$ cat config.mk
export PLATFORM = sky130hd
export DESIGN_NAME = ddr_frame_gen
export DESIGN_NICKNAME = d
export VERILOG_FILES = /design/src/hdr_pkg.sv /design/src/ddr_frame_gen.sv
export VERILOG_INCLUDE_DIRS = /design/src /design/src/src
export SDC_FILE = /design/constraint.sdc
export NUM_CORES = 1
export LEC_CHECK = 0
export BUFFER_PORTS_ARGS = -buffer_cell sky130_fd_sc_hd__buf_2
export CAP_MARGIN = 40
export CELL_PAD_IN_SITES_DETAIL_PLACEMENT = 0
export CELL_PAD_IN_SITES_GLOBAL_PLACEMENT = 2
export CORE_ASPECT_RATIO = 1.25
export CORE_MARGIN = 3
export CORE_UTILIZATION = 34
export CTS_BUF_LIST = sky130_fd_sc_hd__clkbuf_16
export CTS_CLUSTER_DIAMETER = 50
export DETAILED_ROUTE_END_ITERATION = 12
export GPL_TIMING_DRIVEN = 0
export PLACE_DENSITY = 0.91
export SKIP_CTS_REPAIR_TIMING = 1
export SYNTH_ARGS = -nofsm -noshare
export SYNTH_HDL_FRONTEND = slang
export SYNTH_SLANG_ARGS = --single-unit
$ cat constraint.sdc
create_clock -name i_sys_clk -period 2.1 [get_ports i_sys_clk]
set_input_delay 0.42 -clock i_sys_clk [delete_from_list [all_inputs] [get_ports i_sys_clk]]
set_output_delay 0.42 -clock i_sys_clk [all_outputs]
set_load 0.01 [all_outputs]
$ cat src/hdr_cfg.svh
// hdr-ddr path configuration
`ifndef HDR_CFG_SVH
`define HDR_CFG_SVH

// bus and field widths
`define HDR_ADDR_W      12
`define HDR_DATA_W      16
`define HDR_CNT_W       4        // word count from 1 to 15
`define HDR_MODE_W      3
`define HDR_CODE_W      8

`define HDR_MEM_DEPTH   1024     // register file entries

// mode codes
`define HDR_MODE_DDR    3'd6

// register file map
`define HDR_DUMMY_ADDR  12'd450  // payload of the dummy ccc frame
`define HDR_IDLE_ADDR   12'd1000 // parked address while the strobe is low
`define HDR_CCC_BASE    12'd0
`define HDR_DDR_BASE    12'd64

// word preambles
`define HDR_PRE_CMD     2'b01
`define HDR_PRE_DATA    2'b10

`endif

$ cat src/hdr_pkg.sv
// hdr-ddr shared types
`include "hdr_cfg.svh"

package hdr_pkg;

  // sequencer state
  typedef enum logic [1:0] {
    ST_IDLE,
    ST_CCC,
    ST_DDR
  } hdr_state_e;

  // generator feeding the output
  typedef enum logic {
    PATH_DDR,
    PATH_CCC
  } hdr_path_e;

  // preamble and payload before parity
  typedef struct packed {
    logic [1:0]             preamble;
    logic [`HDR_DATA_W-1:0] data;
  } hdr_payload_t;

  // full 20-bit word as it leaves the path
  typedef struct packed {
    logic [1:0]             preamble;
    logic [`HDR_DATA_W-1:0] data;
    logic [1:0]             parity;  // {p1, p0}
  } hdr_word_t;

endpackage

$ cat src/ddr_frame_gen.sv
// ddr frame generator
`timescale 1ns/10ps
`include "hdr_cfg.svh"

module ddr_frame_gen (
  input  logic                    i_sys_clk,
  input  logic                    i_sys_rst_n,
  input  logic                    i_en,
  input  logic [`HDR_CNT_W-1:0]   i_word_cnt,
  input  logic [`HDR_DATA_W-1:0]  i_rd_data,
  output logic                    o_rd_en,
  output logic [`HDR_ADDR_W-1:0]  o_rd_addr,
  output logic                    o_valid,
  output hdr_pkg::hdr_payload_t   o_payload,
  output logic                    o_done
);

  logic                   en_d;
  logic                   busy;
  logic [`HDR_CNT_W-1:0]  left;
  logic [`HDR_ADDR_W-1:0] ptr;
  logic                   ret_vld;
  logic                   ret_last;
  logic                   rd_last;  // tags the read in flight

  always_ff @(posedge i_sys_clk or negedge i_sys_rst_n) begin
    if (!i_sys_rst_n) begin
      en_d      <= 1'b0;
      busy      <= 1'b0;
      left      <= '0;
      ptr       <= `HDR_DDR_BASE;
      rd_last   <= 1'b0;
      o_rd_en   <= 1'b0;
      o_rd_addr <= `HDR_IDLE_ADDR;
    end else begin
      en_d      <= i_en;
      rd_last   <= 1'b0;
      o_rd_en   <= 1'b0;
      o_rd_addr <= `HDR_IDLE_ADDR;
      if (!i_en) begin
        busy <= 1'b0;
      end else if (!en_d) begin              // rising edge loads the counter
        busy <= (i_word_cnt != '0);
        left <= i_word_cnt;
        ptr  <= `HDR_DDR_BASE;
        if (i_word_cnt != '0) begin
          o_rd_en   <= 1'b1;
          o_rd_addr <= `HDR_DDR_BASE;
          rd_last   <= (i_word_cnt == 1);
          ptr       <= `HDR_DDR_BASE + 1'b1;
          left      <= i_word_cnt - 1'b1;
          busy      <= (i_word_cnt != 1);
        end
      end else if (busy) begin
        o_rd_en   <= 1'b1;
        o_rd_addr <= ptr;
        rd_last   <= (left == 1);
        ptr       <= ptr + 1'b1;
        left      <= left - 1'b1;
        busy      <= (left != 1);
      end
    end
  end

  always_ff @(posedge i_sys_clk or negedge i_sys_rst_n) begin
    if (!i_sys_rst_n) begin
      ret_vld  <= 1'b0;
      ret_last <= 1'b0;
      o_valid  <= 1'b0;
      o_done   <= 1'b0;
    end else begin
      ret_vld  <= o_rd_en && i_en;
      ret_last <= rd_last;
      o_valid  <= ret_vld && i_en;
      o_done   <= ret_vld && ret_last && i_en;  // with the last word
    end
  end

  always_ff @(posedge i_sys_clk) begin
    if (ret_vld) begin
      o_payload.preamble <= `HDR_PRE_DATA;
      o_payload.data     <= i_rd_data;
    end
  end

endmodule

# Word-level counts from Yosys, hierarchy flattened
# Index checks and enable logic that the tools add are counted.
dict set report word_totals {
  out_inout_bits 33
  register_bits 52
  wordCells 48
  in_bits 23
}
dict set report classes {
  n_mux 22
  n_addsub 3
  reduce_logical 6
  eq_ne 5
}
# op count
set ops {}
lappend ops {{12-bit two-way mux} 5}
lappend ops {{1-bit two-way mux} 13}
lappend ops {{12-bit by 1-bit adder with 12-bit output (second input constant)} 1}
lappend ops {{4-bit two-way mux} 3}
lappend ops {{10-bit two-way mux} 1}
lappend ops {{4-bit by 1-bit equality test with 1-bit output (second input constant)} 2}
lappend ops {{4-bit by 1-bit inequality test with 1-bit output (second input constant)} 2}
lappend ops {{4-bit by 1-bit subtractor with 4-bit output (second input constant)} 2}
lappend ops {{1-bit logical AND} 4}
lappend ops {{4-bit nonzero test} 1}
lappend ops {{2-bit by 1-bit inequality test with 1-bit output (second input constant)} 1}
lappend ops {{2-bit AND reduction} 1}

# Longest topological paths before layout
# Gate-level depths: netlist of the first run.
dict set report depth {
  word_depth 4
  mapped_depth 6
  ltp_nobuf 6
}

# Worst setup path before layout of the first run
# No wires, ideal clock.
dict set report synth_timing {
  path_type {register to register}
  from {register ptr[6]}
  to {register ptr[11]}
  n_path_buf 0
  arrival_time_ns 1.467
  setup_slack_ns 0.555
  path_stages_with_launch 5
  synth_period_minus_slack_ns 1.545
  required_ns 2.022
  setup_ns 0.078
  cell_sequence {dfstp_2 > and4_4 > nand3_4 > or4_1 > a21oi_1}
}
dict set report synth_via {
  elab_chain_cells 3
}
# item line
set synth_rtl {}
lappend synth_rtl {{start, declared} ddr_frame_gen.sv:21} ;# logic [`HDR_ADDR_W-1:0] ptr;
lappend synth_rtl {{start signal, assigned} ddr_frame_gen.sv:31} ;# ptr <= `HDR_DDR_BASE;
lappend synth_rtl {{start signal, assigned} ddr_frame_gen.sv:45} ;# ptr <= `HDR_DDR_BASE;
lappend synth_rtl {{start signal, assigned} ddr_frame_gen.sv:50} ;# ptr <= `HDR_DDR_BASE + 1'b1;
lappend synth_rtl {{12-bit by 1-bit adder with 12-bit output} ddr_frame_gen.sv:58} ;# ptr <= ptr + 1'b1;
lappend synth_rtl {{12-bit two-way mux} ddr_frame_gen.sv:54} ;# end else if (busy) begin
lappend synth_rtl {{12-bit two-way mux} ddr_frame_gen.sv:42} ;# end else if (!en_d) begin
# Every way passes these cells. The select of a mux whose other input is x is not followed.
# A chain may end at the register's enable or synchronous reset.

# Final worst setup path of the first run
# Ends and elaborated chain as after synthesis.

==> reports/metrics.csv, run 1 <==
metric;value;unit
totalWireLength;4150;um
port_buffers;53;
synth_edf_count;16;
grt_pass1_wl;6760;um
report.final.hold_viol_count;0;
arrival;1840;ps
die-area;7430;sq um
cts_max_path_buffers;2;
period_needed;1630;ps
floorplan.initialDensity;35.2;%
design.final.nets;264;
global_route.overflow_total;0;
post_synth_num_cell_types;50;
min_period_over_period;77.5;%
synth_seq_area_share;63.6;%
synthesis.area_per_instance;12.4;sq um
die_h;95.6;um
mappedNetlistNets;204;
tightest_hold_check_type;in -> async;
dominantRegCellSynth;sky130_fd_sc_hd__dfrtp_1;
status;completed;
ys_ff_latch;52;
utilization;43.6;%
r2r_slack;470;ps
rows;32;
tritoncts;done;
ant_nets;0;
vias;1565;
wl_per_cell;12.9;um
tightestPinTransition;782;ps
final_common_cell;sky130_fd_sc_hd__buf_2;
endpoint_kind;flip-flop;
clk-insertion-delay-late;290;ps
power_per_cell_area;827;nW/um^2
power.ir.vdd_worst;0.333;mV
critical_path_peak_fanout;6;
cts.sink_count;52;
synth_area;2190;sq um
yosysTopAreaCellShare;33.2;%
synth_top_cells_by_area;sky130_fd_sc_hd__dfrtp_1 (33%), sky130_fd_sc_hd__edfxtp_1 (22%), sky130_fd_sc_hd__dfstp_2 (8.4%);
dp.final_hpwl;3040;um
areaGrowthSynthToFinish;23.9;%
worst_r2r_startpoint;ptr[6]$_DFFE_PN1P_;
post-synth-top-area-cell;sky130_fd_sc_hd__dfrtp_1;
power.leakage;0.00122;uW
share_of_layout_cells_above_drive_strength_1;33.3;%
io_pins;56;
yosysWarnings;0;
cp-startpoint;ptr[6]$_DFFE_PN1P_;
filler_cell_count;585;
worst_setup_hold_path_clk_slew;70;ps
drcViolationCount;0;
h_tree_levels;2;
initial_antenna_violation_count;0;
timing.clock.skew;4.39;ps
setup_tns;0;ps
grt_max_degree;37;
place_area;2560;sq um
cts_made_buffers;5;
worst_hold_slack;211;ps
worstSetupPathType;reg -> reg;
setup_violations;0;
floorplan_core_area;6210;sq um
slew_headroom;47.8;%
rsz0062_at_grt;no;
timing.rr.end;ptr[11]$_DFFE_PN0P_;
drt_first_pass_iters;4;
die_x;77.7;um
routed_via_density;4.86;
area_of_all_placed_cells_without_fillers;2710;sq um
layout.cells.most_common_list;sky130_fd_sc_hd__buf_2 (53), sky130_fd_sc_hd__dfrtp_1 (29), sky130_fd_sc_hd__edfxtp_1 (16);
worst_setup_path_start_kind;flip-flop;
grt_util_all_layers;11.7;%
async_reset_ff_share;69.2;%
final_max_slew_viol_count;0;
drtIter0Drc;79;
gp_routability_congestion;0.750;
fmax;615;MHz
clockRootBuffer;sky130_fd_sc_hd__clkbuf_16;
reg2regPathDepth;4;
worst-endpoint-required;2310;ps
grt_pass1_vias;1433;
antennaDiodeCount;0;
maxCapViolations;0;
post_syn_instances;176;
## state kept, by name, indices dropped and copies added, names as in the netlist
| name | cells |
|---|---|
| busy | 1 |
| en_d | 1 |
| left | 4 |
| o_done | 1 |
| o_payload | 16 |
| o_rd_addr | 12 |
| o_rd_en | 1 |
| o_valid | 1 |
| ptr | 12 |
| rd_last | 1 |
| ret_last | 1 |
| ret_vld | 1 |
## worst max-delay path by stage
stage                                      to  slack, ps  cells after the start
after global placement    left[1]$_DFFE_PN0P_        240                      6
after floorplan           ptr[11]$_DFFE_PN0P_        560                      4
final                     ptr[11]$_DFFE_PN0P_        470                      4
after global routing      left[1]$_DFFE_PN0P_        380                      5
after detailed placement  left[1]$_DFFE_PN0P_        240                      6
after CTS                 ptr[11]$_DFFE_PN0P_        460                      4
## Yosys cell counts, types with 3 or more instances
library cell                n
sky130_fd_sc_hd__clkbuf_1   6
sky130_fd_sc_hd__a21oi_1    9
sky130_fd_sc_hd__and3_1     3
sky130_fd_sc_hd__or4_1      4
sky130_fd_sc_hd__dfstp_2    7
sky130_fd_sc_hd__nand4_1    3
sky130_fd_sc_hd__a21o_1     5
sky130_fd_sc_hd__dfrtp_1   29
sky130_fd_sc_hd__and2_1     8
sky130_fd_sc_hd__nand2b_1   3
sky130_fd_sc_hd__o31ai_1    3
sky130_fd_sc_hd__o21ai_0    8
sky130_fd_sc_hd__ha_1       5
sky130_fd_sc_hd__inv_1      7
sky130_fd_sc_hd__nand2_1   13
sky130_fd_sc_hd__edfxtp_1  16
sky130_fd_sc_hd__nand3_1    4
sky130_fd_sc_hd__nor2_1     4
## critical path, cell delays in order, from the launching register on
cell and delay (ps):
sky130_fd_sc_hd__dfstp_2 560, sky130_fd_sc_hd__and4_4 240, sky130_fd_sc_hd__nand3_4 100, sky130_fd_sc_hd__or4_1 510
sky130_fd_sc_hd__a21oi_1 150
## area by class of cell
type	count	area, sq um	area share [%]
flip-flops and latches	52	1390	51.3
multi-input cells	109	732	27.0
repair buffers	53	265	9.80
clock buffers	5	125	4.62
well taps	85	106	3.93
plain buffers	8	37.5	1.39
inverters	7	26.3	0.970
clock inverters	3	25.0	0.924
## through the flow
step           std cells  power (uW)  setup WS, ps
2_1_floorplan        176        1350           555
6_report             322        2240           473
4_1_cts              322        2270           460
3_5_place_dp         314        1460           244
3_3_place_gp         314        1450           240
5_1_grt              322        2360           379
## logic make-up (layout without fill, tap and decap cells)
family,after synthesis,after routing,share of synthesized area (%)
AO/OA/AOI/OAI,37,37,11.1
flip-flops,52,52,63.6
AND/OR/NAND/NOR,60,60,17.1
other,2,2,0.344
adder cells (fa/ha/maj),5,5,2.86
multiplexers,2,2,0.916
buffers and inverters,15,76,2.92
XOR/XNOR,3,3,1.20
## per-layer routing
metal / routed length [um] / global-route usage [%] / part of all wire [%]
met4: 72 / 4.90 / 1.7
met5: 0 / 0 / 0
met2: 2120 / 20.6 / 51
met3: 201 / 3.40 / 4.8
met1: 1750 / 13.2 / 42
## where the power goes
part	internal (uW)	switching, uW	total, uW
combinational	112	128	240
sequential	1120	69.6	1190
clock	450	357	807
total	1690	554	2240
Power figures use the tool's default switching activity.
==> inputs of run 2 (changes only) <==
Clock period 2.1 ns to 1.65 ns, I/O delays scaled along.
==> run 2 against run 1 <==
Against the previous run: clock skew about the same; global-route usage unchanged; total power increased by 28%; cell area is 0.60% higher; core utilization grew 0.26 points; clock power rose by 28%; sequential cell count stayed put; first-iteration DRC count increased by 14%; die area unchanged; setup slack lost 410 ps; highest routed layer unchanged; critical path depth unchanged; sequential share of layout area shrank 0.31 points.
==> reports/metrics.csv, run 2 (synthesis gave the netlist of run 1 again) <==
metric;value;unit;change
ant_nets;0;;unchanged
die_h;95.6;um;unchanged
share_of_layout_cells_above_drive_strength_1;34.9;%;+1.5 points
power.leakage;0.00123;uW;+0.76%
power.total;2860;uW;+28%
grt_util_all_layers;11.7;%;unchanged
grt_pass1_vias;1433;;unchanged
maxCapViolations;0;;unchanged
layout_top_registers;o_payload x16, o_rd_addr x12, ptr x12;;
worst-endpoint-required;1870;ps;-440 ps
arrival;1810;ps;-30 ps
final-seq-area;1390;sq um;unchanged
total_switching_power;709;uW;+28%
grt_max_degree;37;;unchanged
setup_violations;0;;unchanged
report.final.hold_viol_count;0;;unchanged
power.ir.vdd_worst;0.424;mV;+27%
cts.sink_count;52;;unchanged
die-area;7430;sq um;unchanged
routed_via_density;4.84;;-0.44%
floorplan_core_area;6210;sq um;unchanged
fmax;629;MHz;+2.4%
endpoint_kind;flip-flop;;
initial_antenna_violation_count;0;;unchanged
rows;32;;unchanged
wl_per_cell;13.0;um;+0.89%
worst_setup_path_start_kind;flip-flop;;
multi_input_area;739;sq um;+1.0%
areaGrowthSynthToFinish;24.6;%;
sequentialPowerShare;53.0;%;-0.3 points
tritoncts;done;;
filler_cell_count;586;;+0.17%
h_tree_levels;2;;unchanged
floorplan.initialDensity;35.2;%;unchanged
power.share.switching;24.8;%;about the same
vias;1563;;-0.13%
timing.clock.skew;4.52;ps;+0.125 ps
internal_power;2150;uW;+28%
critical-path-top-delay-family;simple AND/OR/NAND/NOR gates;;
rsz0062_at_grt;no;;
tightest_hold_check_type;in -> async;;
tightestPinTransition;782;ps;-0.554 ps
clk-insertion-delay-late;290;ps;about the same
crit_slowest_cell;sky130_fd_sc_hd__dfstp_2;;
drcViolationCount;0;;unchanged
clockRootBuffer;sky130_fd_sc_hd__clkbuf_16;;
cts_made_buffers;5;;unchanged
r2r_slack;60;ps;-410 ps
critical_path.n_buffers_inverters;0;;unchanged
critical_path_peak_fanout;6;;unchanged
min_period_over_period;96.3;%;+19 points
power_per_cell_area;1050;nW/um^2;+27%
slew_headroom;47.9;%;about the same
share_comb_of_total_power;11.1;%;+0.4 points
dp.final_hpwl;3040;um;unchanged
cts_max_path_buffers;2;;unchanged
global_route.overflow_total;0;;unchanged
totalWireLength;4200;um;+1.2%
final_common_cell;sky130_fd_sc_hd__buf_2;;
clock_network_power_share;35.9;%;about the same
final_max_slew_viol_count;0;;unchanged
worstSetupPathType;reg -> reg;;
grt_pass1_wl;6760;um;unchanged
drtIter0Drc;90;;+14%
drt_first_pass_iters;4;;unchanged
number_of_flip_flops_in_the_largest_register;16;;unchanged
status;completed;;
cpPeakStageDelay;550;ps;about the same
layout.cells.most_common_list;sky130_fd_sc_hd__buf_2 (53), sky130_fd_sc_hd__dfrtp_1 (29), sky130_fd_sc_hd__edfxtp_1 (16);;
antennaDiodeCount;0;;unchanged
design.final.nets;265;;+0.38%
period_needed;1590;ps;-37.5 ps
port_buffers;53;;unchanged
setup_tns;0;ps;unchanged
worst_setup_hold_path_clk_slew;70;ps;about the same
crit_path_cell_trace;and4_4, nand3_4, or4_4, a21oi_2;;
io_pins;56;;unchanged
gp_routability_congestion;0.750;;unchanged
top_register;o_payload;;
die_x;77.7;um;unchanged
-- run 2: changes by cell type in the layout (fill, tap and decap cells not counted), sizes merged --
cell / delta
buf: +1
-- run 2: final timing paths --
kind | cells after the start | startpoint | endpoint
worst max-delay path | 4 | ptr[6]$_DFFE_PN1P_ | ptr[11]$_DFFE_PN0P_
worst min-delay path | 1 | i_sys_rst_n | o_rd_addr[2]$_DFF_PN0_
worst max register to register | 4 | ptr[6]$_DFFE_PN1P_ | ptr[11]$_DFFE_PN0P_
worst min register to register | 0 | rd_last$_DFF_PN0_ | ret_last$_DFF_PN0_
max in group asynchronous | 1 | i_sys_rst_n | ptr[5]$_DFFE_PN0P_
min in group i_sys_clk | 1 | i_rd_data[15] | o_payload[15]$_DFFE_PP_
-- run 2: final cells by class --
cell class                 instances  area share [%]
clock inverter                     3           0.919
timing repair buffer              54            10.0
sequential                        52            51.0
buffer                             8            1.42
clock buffer                       5            4.59
tap                               85            3.90
multi-input combinational        109            27.1
inverter                           7           0.965
-- run 2: power by group through the flow --
stage	combinational [uW]	sequential (uW)	clock, uW
6_report	317	1520	1030
5_1_grt	360	1530	1120
4_1_cts	311	1520	1060
3_5_place_dp	310	1540	0
3_3_place_gp	305	1540	0
2_1_floorplan	180	1540	0
-- run 2: layer usage --
layer | routed length, um | global-route usage, % | vias up
li1 | - | - | 753
met2 | 2160 | 20.6 | 35
met4 | 72 | 4.90 | 0
met3 | 187 | 3.40 | 7
met5 | 0 | 0 | -
met1 | 1780 | 13.2 | 768
-- run 2: metrics by stage --
stage	cell area (sq um)	std cells	util (%)	hold WS [ps]	worst slack [ps]
after floorplan	2190	176	-	34.4	105
after global placement	2560	314	41.2	333	-120
after detailed placement	2560	314	41.2	343	-116
after CTS	2710	322	43.6	152	10.4
after global routing	2720	323	43.9	187	3.61
final	2720	323	43.9	121	61.0
==> inputs of run 3 (changes only) <==
Settings changed: CELL_PAD_IN_SITES_GLOBAL_PLACEMENT 2 to 1, CORE_UTILIZATION 34 to 41, GPL_ROUTABILITY_DRIVEN from default to 0, PLACE_DENSITY 0.91 to 0.9.
==> run 3 against run 2 <==
Against the previous run: combinational power is 1% lower; worst hold slack worse by 5.4 ps; critical path type unchanged; critical endpoint unchanged; sequential power hardly changed; largest power group unchanged; highest routed layer unchanged; clock skew is 1.7 ps lower; total power is 3.8% higher; register-to-register slack worse by 30 ps; die area is 16% lower.
==> reports/metrics.csv, run 3 (synthesis gave the netlist of run 1 again) <==
metric;value;unit;change
internal_power;2290;uW;+6.5%
io_pins;56;;unchanged
rows;29;;-9.4%
critical_path.n_buffers_inverters;0;;unchanged
floorplan.initialDensity;42.7;%;+7.5 points
layout.cells.most_common_list;sky130_fd_sc_hd__buf_2 (53), sky130_fd_sc_hd__dfrtp_1 (29), sky130_fd_sc_hd__edfxtp_1 (16);;
share_of_layout_cells_above_drive_strength_1;34.0;%;-0.84 points
clk-insertion-delay-late;280;ps;about the same
wl_per_cell;13.8;um;+6.5%
floorplan_core_area;5120;sq um;-18%
die-area;6250;sq um;-16%
worst-endpoint-required;1860;ps;about the same
design.final.nets;265;;unchanged
cpPeakStageDelay;550;ps;about the same
grt_pass1_vias;1427;;-0.42%
final-instance-count-excl-fill;300;;-7.1%
power_per_cell_area;1100;nW/um^2;+4.5%
critical-path-top-delay-family;simple AND/OR/NAND/NOR gates;;
cts_max_path_buffers;2;;unchanged
ant_nets;0;;unchanged
layout_top_registers;o_payload x16, o_rd_addr x12, ptr x12;;
filler_cell_count;452;;-23%
share_comb_of_total_power;10.6;%;-0.5 points
tritoncts;done;;
place_inst;291;;-7.3%
min_period_over_period;98.2;%;+1.9 points
cts_made_buffers;5;;unchanged
final_common_cell;sky130_fd_sc_hd__buf_2;;
total_switching_power;677;uW;-4.5%
maxCapViolations;0;;unchanged
power.share.switching;22.8;%;-2.0 points
period_needed;1620;ps;+30.6 ps
die_x;71.3;um;-8.2%
global_route.usage.met3;3.67;%;+0.27 points
grt.met1_usage;18.0;%;+4.8 points
worst_setup_path_start_kind;flip-flop;;
drt_first_pass_iters;4;;unchanged
number_of_flip_flops_in_the_largest_register;16;;unchanged
drtIter0Drc;97;;+7.8%
endpoint_kind;flip-flop;;
die_h;87.6;um;-8.4%
grt_max_degree;37;;unchanged
crit_slowest_cell;sky130_fd_sc_hd__dfstp_2;;
critical_path_peak_fanout;6;;unchanged
power.ir.vdd_worst;0.467;mV;+10%
worstSetupPathType;reg -> reg;;
timing.clock.skew;2.86;ps;-1.66 ps
grt_pass1_wl;6870;um;+1.5%
arrival;1830;ps;+20 ps
r2r_slack;30;ps;-30 ps
worst_hold_slack;116;ps;-5.36 ps
h_tree_levels;2;;unchanged
place_area;2530;sq um;-1.1%
area_of_all_placed_cells_without_fillers;2710;sq um;-0.69%
grt_busiest_layer;met2;;
routed_via_density;5.20;;+7.5%
rsz0062_at_grt;yes;;
place_worst_setup_slack;-95.0;ps;+21.2 ps
antennaDiodeCount;0;;unchanged
use_met2;22.2;%;+1.7 points
dp.final_hpwl;3030;um;-0.34%
tightestPinTransition;773;ps;-9.11 ps
initial_antenna_violation_count;0;;unchanged
slew_headroom;48.5;%;+0.61 points
report.final.hold_viol_count;0;;unchanged
crit_path_cell_trace;and4_4, nand3_4, or4_1, a21oi_1;;
power.leakage;0.00123;uW;+0.60%
clockRootBuffer;sky130_fd_sc_hd__clkbuf_16;;
global_route.overflow_total;0;;unchanged
cts.sink_count;52;;unchanged
top_register;o_payload;;
final_max_slew_viol_count;0;;unchanged
grt_util_all_layers;14.1;%;+2.4 points
worst_setup_hold_path_clk_slew;60;ps;about the same
fmax;617;MHz;-1.9%
clock_network_power_share;38.4;%;+2.5 points
status;completed;;
setup_violations;0;;unchanged
fin_ws;30.3;ps;-30.6 ps
areaGrowthSynthToFinish;23.8;%;
totalWireLength;4150;um;-1.1%
vias;1561;;-0.13%
tightest_hold_check_type;in -> async;;
port_buffers;53;;unchanged
drcViolationCount;0;;unchanged
sequentialPowerShare;51.0;%;-2.0 points
## run 3: cell count changes in the layout (fill, tap and decap cells not counted), sizes merged
cell / before / now
inv: 9 / 7
bufinv: 0 / 1
clkinv: 0 / 1
## run 3: final cells by class
cell class | count | area (sq um) | area share [%]
sequential | 52 | 1390 | 51.4
multi-input combinational | 109 | 732 | 27.1
timing repair buffer | 54 | 273 | 10.1
clock buffer | 5 | 125 | 4.63
tap | 62 | 77.6 | 2.87
clock inverter | 3 | 42.5 | 1.57
buffer | 8 | 38.8 | 1.43
inverter | 7 | 26.3 | 0.971
## run 3: layer usage
metal  vias up  routed length [um]
met4         0                  82
met2        53                2050
li1        761                   -
met5         -                   0
met3         6                 326
met1       741                1690
## run 3: worst paths after layout
kind	from	cells after the start	to
max reg2reg	ptr[6]$_DFFE_PN1P_	4	ptr[11]$_DFFE_PN0P_
min in group i_sys_clk	i_rd_data[4]	1	o_payload[4]$_DFFE_PP_
min reg2reg	rd_last$_DFF_PN0_	0	ret_last$_DFF_PN0_
max in group asynchronous	i_sys_rst_n	1	o_valid$_DFF_PN0_
min	i_sys_rst_n	1	o_rd_addr[1]$_DFF_PN0_
max	ptr[6]$_DFFE_PN1P_	4	ptr[11]$_DFFE_PN0P_
## run 3: power groups by stage
stage / Sequential, uW / Combinational (uW) / Clock, uW
2_1_floorplan: 1540 / 180 / 0
3_3_place_gp: 1540 / 300 / 0
3_5_place_dp: 1540 / 307 / 0
4_1_cts: 1520 / 308 / 1170
5_1_grt: 1530 / 359 / 1230
6_report: 1520 / 313 / 1140
## run 3: stage by stage
stage,util [%],power (uW),setup TNS [ps]
3_3_place_gp,49.4,1840,-59.3
2_1_floorplan,-,1720,0
3_5_place_dp,49.4,1850,-117
5_1_grt,52.9,3120,-28.9
6_report,52.9,2970,0
4_1_cts,52.7,3000,-8.11
